<file path="src/include/dqm_defs.svh">
`ifndef DQM_DEFS_SVH
`define DQM_DEFS_SVH

// Register bus
`define DQM_ADDR_W 13
`define DQM_DATA_W 32

// Block decode on addr[12:4]
`define DQM_SPACE_BASE 9'h040

// Word offsets on addr[3:0]
`define DQM_WORD_CFG0 4'h0  // {frame_word_0, block_size}
`define DQM_WORD_CFG1 4'h1  // {frame_word_2, frame_word_1}
`define DQM_WORD_STAT 4'h2  // {16'h0, block_count}

// Sample buffer
`define DQM_FIFO_DEPTH 16

`endif
</file>
<file path="src/source/dqm_pkg.sv">
`default_nettype none

`include "dqm_defs.svh"

package dqm_pkg;

  typedef logic [`DQM_ADDR_W-1:0] bus_addr_t;    // Word address
  typedef logic [`DQM_DATA_W-1:0] bus_data_t;
  typedef logic [`DQM_DATA_W/8-1:0] byte_en_t;   // One bit per byte lane
  typedef logic [15:0] sample_t;
  typedef logic [15:0] count_t;

  typedef struct packed {
    logic      valid;
    logic      write;
    bus_addr_t addr;
    bus_data_t wdata;
    byte_en_t  be;
  } bus_req_t;

  typedef struct packed {
    logic      rvalid;
    bus_data_t rdata;
  } bus_rsp_t;

  typedef struct packed {
    count_t  block_size;
    sample_t frame_word_0;
    sample_t frame_word_1;
    sample_t frame_word_2;
  } dqm_cfg_t;

  typedef struct packed {
    sample_t data;
    logic    is_sync;
  } out_word_t;

  typedef enum logic [2:0] {IDLE, SYNC0, SYNC1, SYNC2, DATA} framer_state_t;

endpackage

`default_nettype wire

</file>
<file path="src/source/dqm_top.sv">
`timescale 1ns/10ps
`default_nettype none

module dqm_top import dqm_pkg::*; (
  input  logic      clk,
  input  logic      rst,
  input  bus_req_t  bus_req,
  output bus_rsp_t  bus_rsp,
  input  sample_t   sample_in,
  input  logic      in_valid,
  output logic      in_ready,
  output out_word_t out_word,
  output logic      out_valid,
  input  logic      out_ready
);

  dqm_cfg_t cfg;
  logic     block_done;
  sample_t  buf_data;
  logic     buf_valid;
  logic     buf_ready;

  dqm_regs i_regs (
    .clk        (clk),
    .rst        (rst),
    .bus_req    (bus_req),
    .bus_rsp    (bus_rsp),
    .cfg        (cfg),
    .block_done (block_done)
  );

  // Sample input buffer
  dqm_fifo i_fifo (
    .clk       (clk),
    .rst       (rst),
    .in_data   (sample_in),
    .in_valid  (in_valid),
    .in_ready  (in_ready),
    .out_data  (buf_data),
    .out_valid (buf_valid),
    .out_ready (buf_ready)
  );

  dqm_framer i_framer (
    .clk        (clk),
    .rst        (rst),
    .cfg        (cfg),
    .buf_data   (buf_data),
    .buf_valid  (buf_valid),
    .buf_ready  (buf_ready),
    .out_word   (out_word),
    .out_valid  (out_valid),
    .out_ready  (out_ready),
    .block_done (block_done)
  );

endmodule

`default_nettype wire

</file>
<file path="src/source/dqm_framer.sv">
`timescale 1ns/10ps
`default_nettype none

module dqm_framer import dqm_pkg::*; (
  input  logic      clk,
  input  logic      rst,
  input  dqm_cfg_t  cfg,
  input  sample_t   buf_data,
  input  logic      buf_valid,
  output logic      buf_ready,
  output out_word_t out_word,
  output logic      out_valid,
  input  logic      out_ready,
  output logic      block_done
);

  framer_state_t state;
  framer_state_t state_d;
  dqm_cfg_t      cfg_q;      // Configuration for the current block
  count_t        remaining;  // Data words still to load
  logic          out_last;   // Output register holds the last word of a block
  logic          load_ok;
  logic          take;
  logic          load_en;
  sample_t       load_data;
  logic          load_sync;
  logic          load_last;
  logic          latch_cfg;

  assign load_ok   = ~out_valid | out_ready;
  assign buf_ready = (state == DATA) & load_ok;
  assign take      = buf_valid & buf_ready;

  always_comb begin
    state_d   = state;
    load_en   = 1'b0;
    load_data = buf_data;
    load_sync = 1'b0;
    load_last = 1'b0;
    latch_cfg = 1'b0;
    case (state)
      IDLE: begin
        if (cfg.block_size != '0) begin
          latch_cfg = 1'b1;
          state_d   = SYNC0;
        end
      end
      SYNC0: begin
        if (load_ok) begin
          load_en   = 1'b1;
          load_data = cfg_q.frame_word_0;
          load_sync = 1'b1;
          state_d   = SYNC1;
        end
      end
      SYNC1: begin
        if (load_ok) begin
          load_en   = 1'b1;
          load_data = cfg_q.frame_word_1;
          load_sync = 1'b1;
          state_d   = SYNC2;
        end
      end
      SYNC2: begin
        if (load_ok) begin
          load_en   = 1'b1;
          load_data = cfg_q.frame_word_2;
          load_sync = 1'b1;
          state_d   = DATA;
        end
      end
      DATA: begin
        if (take) begin
          load_en   = 1'b1;
          load_last = (remaining == count_t'(1));
          if (load_last) begin
            // New configuration is picked up at the block boundary
            if (cfg.block_size != '0) begin
              latch_cfg = 1'b1;
              state_d   = SYNC0;
            end else begin
              state_d = IDLE;
            end
          end
        end
      end
      default: state_d = IDLE;
    endcase
  end

  always_ff @(posedge clk) begin
    if (rst) begin
      state     <= IDLE;
      remaining <= '0;
    end else begin
      state <= state_d;
      if (state == SYNC2 && load_en) begin
        remaining <= cfg_q.block_size;
      end else if (take) begin
        remaining <= remaining - 1'b1;
      end
    end
  end

  always_ff @(posedge clk) begin
    if (latch_cfg) cfg_q <= cfg;
  end

  always_ff @(posedge clk) begin
    if (rst) begin
      out_valid  <= 1'b0;
      out_last   <= 1'b0;
      block_done <= 1'b0;
    end else begin
      block_done <= out_valid & out_ready & out_last;
      if (load_en) begin
        out_valid <= 1'b1;
        out_last  <= load_last;
      end else if (out_ready) begin
        out_valid <= 1'b0;
        out_last  <= 1'b0;
      end
    end
  end

  always_ff @(posedge clk) begin
    if (load_en) out_word <= '{data: load_data, is_sync: load_sync};
  end

endmodule

`default_nettype wire

</file>
<file path="src/source/dqm_fifo.sv">
`timescale 1ns/10ps
`default_nettype none

`include "dqm_defs.svh"

module dqm_fifo import dqm_pkg::*; (
  input  logic    clk,
  input  logic    rst,
  input  sample_t in_data,
  input  logic    in_valid,
  output logic    in_ready,
  output sample_t out_data,
  output logic    out_valid,
  input  logic    out_ready
);

  localparam int DEPTH = `DQM_FIFO_DEPTH;
  localparam int AW    = $clog2(DEPTH);
  localparam logic [AW:0] FULL_COUNT = (AW+1)'(DEPTH);
  localparam logic [AW-1:0] LAST_PTR = AW'(DEPTH - 1);

  sample_t       mem [DEPTH];
  logic [AW-1:0] wr_ptr;
  logic [AW-1:0] rd_ptr;
  logic [AW:0]   count;
  logic          push;
  logic          pop;

  assign in_ready  = (count != FULL_COUNT);
  assign out_valid = (count != '0);
  assign out_data  = mem[rd_ptr];  // Head word is always on the output

  assign push = in_valid & in_ready;
  assign pop  = out_valid & out_ready;

  always_ff @(posedge clk) begin
    if (push) mem[wr_ptr] <= in_data;
  end

  always_ff @(posedge clk) begin
    if (rst) begin
      wr_ptr <= '0;
      rd_ptr <= '0;
      count  <= '0;
    end else begin
      if (push) begin
        wr_ptr <= (wr_ptr == LAST_PTR) ? '0 : wr_ptr + 1'b1;
      end
      if (pop) begin
        rd_ptr <= (rd_ptr == LAST_PTR) ? '0 : rd_ptr + 1'b1;
      end
      case ({push, pop})
        2'b10:   count <= count + 1'b1;
        2'b01:   count <= count - 1'b1;
        default: ;  // Push and pop together keep the level
      endcase
    end
  end

endmodule

`default_nettype wire

</file>
<file path="src/source/dqm_regs.sv">
`timescale 1ns/10ps
`default_nettype none

`include "dqm_defs.svh"

module dqm_regs import dqm_pkg::*; (
  input  logic     clk,
  input  logic     rst,
  input  bus_req_t bus_req,
  output bus_rsp_t bus_rsp,
  output dqm_cfg_t cfg,
  input  logic     block_done
);

  logic      in_space;
  logic [3:0] offset;
  logic      wr_en;
  logic      rd_en;
  count_t    block_size;
  sample_t   frame_word_0;
  sample_t   frame_word_1;
  sample_t   frame_word_2;
  count_t    block_count;
  bus_data_t rd_mux;
  logic      rvalid_q;
  bus_data_t rdata_q;

  // Merge one halfword register with a pair of byte enables
  function automatic logic [15:0] lane_merge(
    input logic [15:0] cur,
    input logic [15:0] din,
    input logic [1:0]  en
  );
    logic [15:0] res;
    res = cur;
    if (en[0]) res[7:0] = din[7:0];
    if (en[1]) res[15:8] = din[15:8];
    return res;
  endfunction

  assign in_space = (bus_req.addr[`DQM_ADDR_W-1:4] == `DQM_SPACE_BASE);
  assign offset   = bus_req.addr[3:0];
  assign wr_en    = bus_req.valid & bus_req.write & in_space;
  assign rd_en    = bus_req.valid & ~bus_req.write;

  always_ff @(posedge clk) begin
    if (rst) begin
      block_size   <= '0;
      frame_word_0 <= '0;
      frame_word_1 <= '0;
      frame_word_2 <= '0;
    end else if (wr_en) begin
      case (offset)
        `DQM_WORD_CFG0: begin
          block_size   <= lane_merge(block_size, bus_req.wdata[15:0], bus_req.be[1:0]);
          frame_word_0 <= lane_merge(frame_word_0, bus_req.wdata[31:16], bus_req.be[3:2]);
        end
        `DQM_WORD_CFG1: begin
          frame_word_1 <= lane_merge(frame_word_1, bus_req.wdata[15:0], bus_req.be[1:0]);
          frame_word_2 <= lane_merge(frame_word_2, bus_req.wdata[31:16], bus_req.be[3:2]);
        end
        default: ;  // STAT is read only
      endcase
    end
  end

  // Completed block count wraps at 16 bits
  always_ff @(posedge clk) begin
    if (rst) begin
      block_count <= '0;
    end else if (block_done) begin
      block_count <= block_count + 1'b1;
    end
  end

  always_comb begin
    rd_mux = '0;
    if (in_space) begin
      case (offset)
        `DQM_WORD_CFG0: rd_mux = {frame_word_0, block_size};
        `DQM_WORD_CFG1: rd_mux = {frame_word_2, frame_word_1};
        `DQM_WORD_STAT: rd_mux = {16'h0000, block_count};
        default:        rd_mux = '0;
      endcase
    end
  end

  always_ff @(posedge clk) begin
    if (rst) begin
      rvalid_q <= 1'b0;
    end else begin
      rvalid_q <= rd_en;
    end
  end

  always_ff @(posedge clk) begin
    if (rd_en) rdata_q <= rd_mux;
  end

  assign bus_rsp = '{rvalid: rvalid_q, rdata: rdata_q};

  assign cfg = '{
    block_size:   block_size,
    frame_word_0: frame_word_0,
    frame_word_1: frame_word_1,
    frame_word_2: frame_word_2
  };

endmodule

`default_nettype wire

</file>
<file path="config.mk">
export PLATFORM = sky130hd
export DESIGN_NAME = dqm_top
export DESIGN_NICKNAME = d
export VERILOG_FILES = /design/src/source/dqm_pkg.sv /design/src/source/dqm_top.sv /design/src/source/dqm_framer.sv /design/src/source/dqm_fifo.sv /design/src/source/dqm_regs.sv
export VERILOG_INCLUDE_DIRS = /design/src /design/src/include
export SDC_FILE = /design/constraint.sdc
export NUM_CORES = 1
export LEC_CHECK = 0
export BUFFER_PORTS_ARGS = -buffer_cell sky130_fd_sc_hd__buf_2
export CAP_MARGIN = 20
export CORE_UTILIZATION = 35
export CTS_BUF_LIST = sky130_fd_sc_hd__clkbuf_4 sky130_fd_sc_hd__clkbuf_8 sky130_fd_sc_hd__clkbuf_16
export DETAILED_ROUTE_END_ITERATION = 8
export PLACE_DENSITY_LB_ADDON = 0.1
export RECOVER_POWER = 100
export SYNTH_ARGS = -nofsm -noshare
export SYNTH_HDL_FRONTEND = slang
export SYNTH_SLANG_ARGS = --single-unit
</file>
<file path="constraint.sdc">
create_clock -name clk -period 7.5 [get_ports clk]
set_clock_uncertainty 0.15 [all_clocks]
set_input_delay 0 -clock clk [delete_from_list [all_inputs] [get_ports clk]]
set_output_delay 0 -clock clk [all_outputs]
set_load 0.005 [all_outputs]
</file>
==> metrics.txt <==
CTS sink cnt=489; fraction of the cycle the final worst path needs=0.697; Post-DRT Antenna Nets=0; Final setup violation count=0; Root Buffer=clkbuf_16; total area of sequential cells=0.0135 mm^2; Levels on crit path=6; hpwl dp=31200 um; cell area power density=274 mW/mm^2; number of cells in the design after placement=2080; cell-by-cell trace of the critical path=nor3b_1 -> o211ai_1 -> inv_1 -> nand4_1 -> a21oi_4 -> clkbuf_2; number of input and output port buffers inserted=122; internal portion of total power=4.89 mW; total leakage power=7.50 nW; final wirelength=49400 um; area growth from synthesis to layout=19.6%; weighted congestion reported at the end of routability-driven placement=0.734; mapped cell area=0.0196 mm^2; Final Hold Fails=0; count of unresolved DRC violations after routing=0; crit-path leading delay family=buffers and inverters; outcome=complete, but fails checks; number of iterations in the first detailed-routing pass=8; EDFF count, synth=369; source of the worst register-to-register timing path=i_framer.state[1]; part of the power in registers=0.486; fraction of power spent switching nets=0.239; Cells after Synth=1261; horizontal die dimension=238 um; H-tree levels=2; cell depth of the worst flop-to-flop path=6; vertical die dimension=238 um; worst hold path type=input pin to flip-flop; count of nets after finishing=1541; count of cell types in the netlist=67; Critical Path Source Type=flip-flop; share of final-layout standard cells stronger than drive strength 1=0.200; total grt overflow=0; Largest stage delay, worst path=1160 ps; violated checks=max-capacitance violations, max-slew violations; Mapped Avg Cell Area=15.5 um^2; total routing resource utilization after global routing=0.176; kind of critical path=flip-flop to flip-flop; Hold Path End=i_regs.block_size[2]; Net Count, Synth=1344; via count of the first global-routing pass=11677; count of fill cells added during filler insertion=5039; crit path DAT=5270 ps; via density per instance=5.06; part of the Yosys area used for sequential elements=0.689; TritonCTS clock tree=built; Placement Cell Area=0.0211 mm^2; Multi-input gate area=0.00571 mm^2; first-pass GRT wire length=74700 um; number of buffer and inverter stages on the critical path=2; combinational power share=0.089; hold buffers post-CTS=70; worst ir drop on vdd=0.000178 V; Slew Limit Headroom=-0.534; flip-flop and latch count after synthesis=489; commonest register cell after synthesis=edfxtp_1; total of max-cap violations=6; Finished Cell Area=0.0234 mm^2; beginning of the worst hold path=bus_req[6]; Final Instance Count excl. Fillers=2251; worst-case clock buffer depth=3; worst slew pin tran=2300 ps; TritonCTS Buffers=53; number of gates resized after cts=0; highest clock frequency the design can meet=0.191 GHz; clock latency at the later pin of the worst-skew pair=590 ps; clock input transition at the sequential cells of the worst setup and hold paths=60 ps; post-layout utilization of the core=0.424; unrepaired setup endpoints after global routing=no; Starting DRT DRC Count=813; minimum period implied by the final worst setup slack=5230 ps; yosys warns=0; wire length per cell after detailed routing=22.0 um; number of buffers inserted to repair setup after CTS=0; area of the core=0.0552 mm^2; switching power=1.54 mW; die area=0.0569 mm^2; required time at the worst-slack endpoint=7540 ps; FF-to-FF setup slack=2270 ps; top-level port count=123; endpoint of the most critical register-to-register path=i_framer.cfg_q[37]; Cells on Worst Hold Path=4; critical path fanouts, max=64; antenna cell count=0; largest net degree at the start of global routing=90; asr flop ratio synth=0; max-slew violation count=205; number of placement rows=86; vias post-DR=11393; starting density of the core=0.355; Critical-path top delay cell=clkbuf_2; capturing element type of the critical path=flip-flop; antenna violations before repair=0; relative contribution of the clock network to total power=0.425; Fin Setup TNS=0 ps
[state kept, by name (all words and copies together), names as in the netlist, named ones only]
name,flops
i_fifo.count,5
i_framer.out_last,1
i_fifo.mem,256
i_framer.cfg_q,64
i_regs.rvalid_q,1
i_framer.remaining,16
i_regs.frame_word_1,16
i_regs.frame_word_2,16
i_regs.frame_word_0,16
i_regs.block_size,16
i_framer.out_word,17
i_framer.out_valid,1
i_framer.block_done,1
i_regs.block_count,16
i_fifo.wr_ptr,4
i_regs.rdata_q,32
i_fifo.rd_ptr,4
i_framer.state,3
[worst max path at each step]
stage | startpoint | end | slack, ps
after global placement | i_fifo.count[1] | i_fifo.count[4] | 3500
after global routing | i_framer.state[1] | i_framer.cfg_q[11] | 1810
final | i_framer.state[1] | i_framer.cfg_q[37] | 2270
after detailed placement | i_fifo.count[1] | i_fifo.count[4] | 3450
after floorplan | i_framer.remaining[7] | i_framer.cfg_q[0] | 2320
after CTS | i_fifo.count[1] | i_fifo.count[4] | 3430
[cell families (layout without fill, tap and decap cells)]
kind of cell	Yosys count	count (layout)	share of synthesized area
AOI/OAI and AO/OA	147	147	0.0554
muxes	200	200	0.145
buffers and inverters	93	335	0.0215
xor gates and xnor gates	18	18	0.00805
and+or+nand+nor	302	302	0.0733
DFF	489	489	0.689
adders and majority gates	12	12	0.00767
[layout make-up]
type / count / area share
sequential: 489 / 0.576
multi-input combinational: 679 / 0.244
clock buffer: 65 / 0.0627
timing repair buffer: 219 / 0.0588
tap: 748 / 0.0400
clock inverter: 35 / 0.0161
inverter: 16 / 0.00262
[synth_stat cells (6+ instances only)]
library cell	instances	area, um^2
clkbuf_1	39	146
mux2i_1	103	1030
nor3_1	15	75.1
nand2_1	127	477
nand3_1	9	45.0
nor2_1	78	293
a222oi_1	16	160
or3_1	8	50.1
nand2b_1	6	37.5
nor4_1	10	62.6
buf_2	19	95.1
a31oi_1	9	56.3
edfxtp_1	369	11100
xor2_1	9	78.8
dfxtp_1	120	2400
inv_1	14	52.6
o21ai_0	9	45.0
a21oi_1	36	180
mux4_2	64	1440
nand4_1	12	75.1
mux2_2	33	372
ha_1	12	150
a221oi_1	16	140
a22oi_1	17	128
buf_1	10	37.5
xnor2_1	9	78.8
[power groups by stage]
stage / clock network [mW] / logic (mW) / registers, mW
floorplan: 0 / 0.353 / 3.13
global placement: 0 / 0.566 / 3.17
detailed placement: 0 / 0.569 / 3.18
CTS: 2.81 / 0.595 / 3.12
global route: 2.90 / 0.640 / 3.13
finish: 2.73 / 0.573 / 3.12
[stage by stage]
| stage | worst slack, ps | hold slack [ps] | power, mW |
|---|---|---|---|
| after CTS | 3430 | 37.8 | 6.52 |
| final | 2270 | 81.8 | 6.42 |
| after detailed placement | 3450 | 132 | 3.75 |
| after floorplan | 2320 | -51.1 | 3.48 |
| after global routing | 1810 | 82.2 | 6.67 |
| after global placement | 3500 | 125 | 3.74 |
[worst register-to-register path: stages (launching register included)]
cell and delay [ps]:
dfxtp_1 650, nor3b_1 580, o211ai_1 720, inv_1 840
nand4_1 440, a21oi_4 240, clkbuf_2 1160
[layout by cell type (no fill, tap or decap), types with 5 or more instances in the layout]
cell             n
o21ai_0          9
mux2_2          33
dlygate4sd3_1   69
nand2_1        127
a21oi_1         35
bufinv_16        7
xor2_1           9
inv_1           15
nand2b_1         6
nor2_1          73
mux4_2          64
clkinv_2        12
xnor2_1          9
clkbuf_1        67
a22oi_1         17
clkinvlp_4       7
mux2i_1        103
o211ai_1         6
a221oi_1        16
edfxtp_1       369
nor4_1          10
nand4_1         12
clkbuf_16       56
nand3_1          9
a31oi_1          9
or4_1            5
a222oi_1        16
nor3_1          15
buf_2           74
dfxtp_1        117
buf_4            8
clkbuf_4         9
ha_1            12
nor2_2           5
o21a_1           5
clkinv_1         5
or3_1            8
[layer usage]
metal  GRT usage  routed length (um)
met1       0.236               22000
met2       0.295               24200
met3      0.0292                2210
met4      0.0484                 984
met5      0.0121                  97
Power figures use the tool's default switching activity.
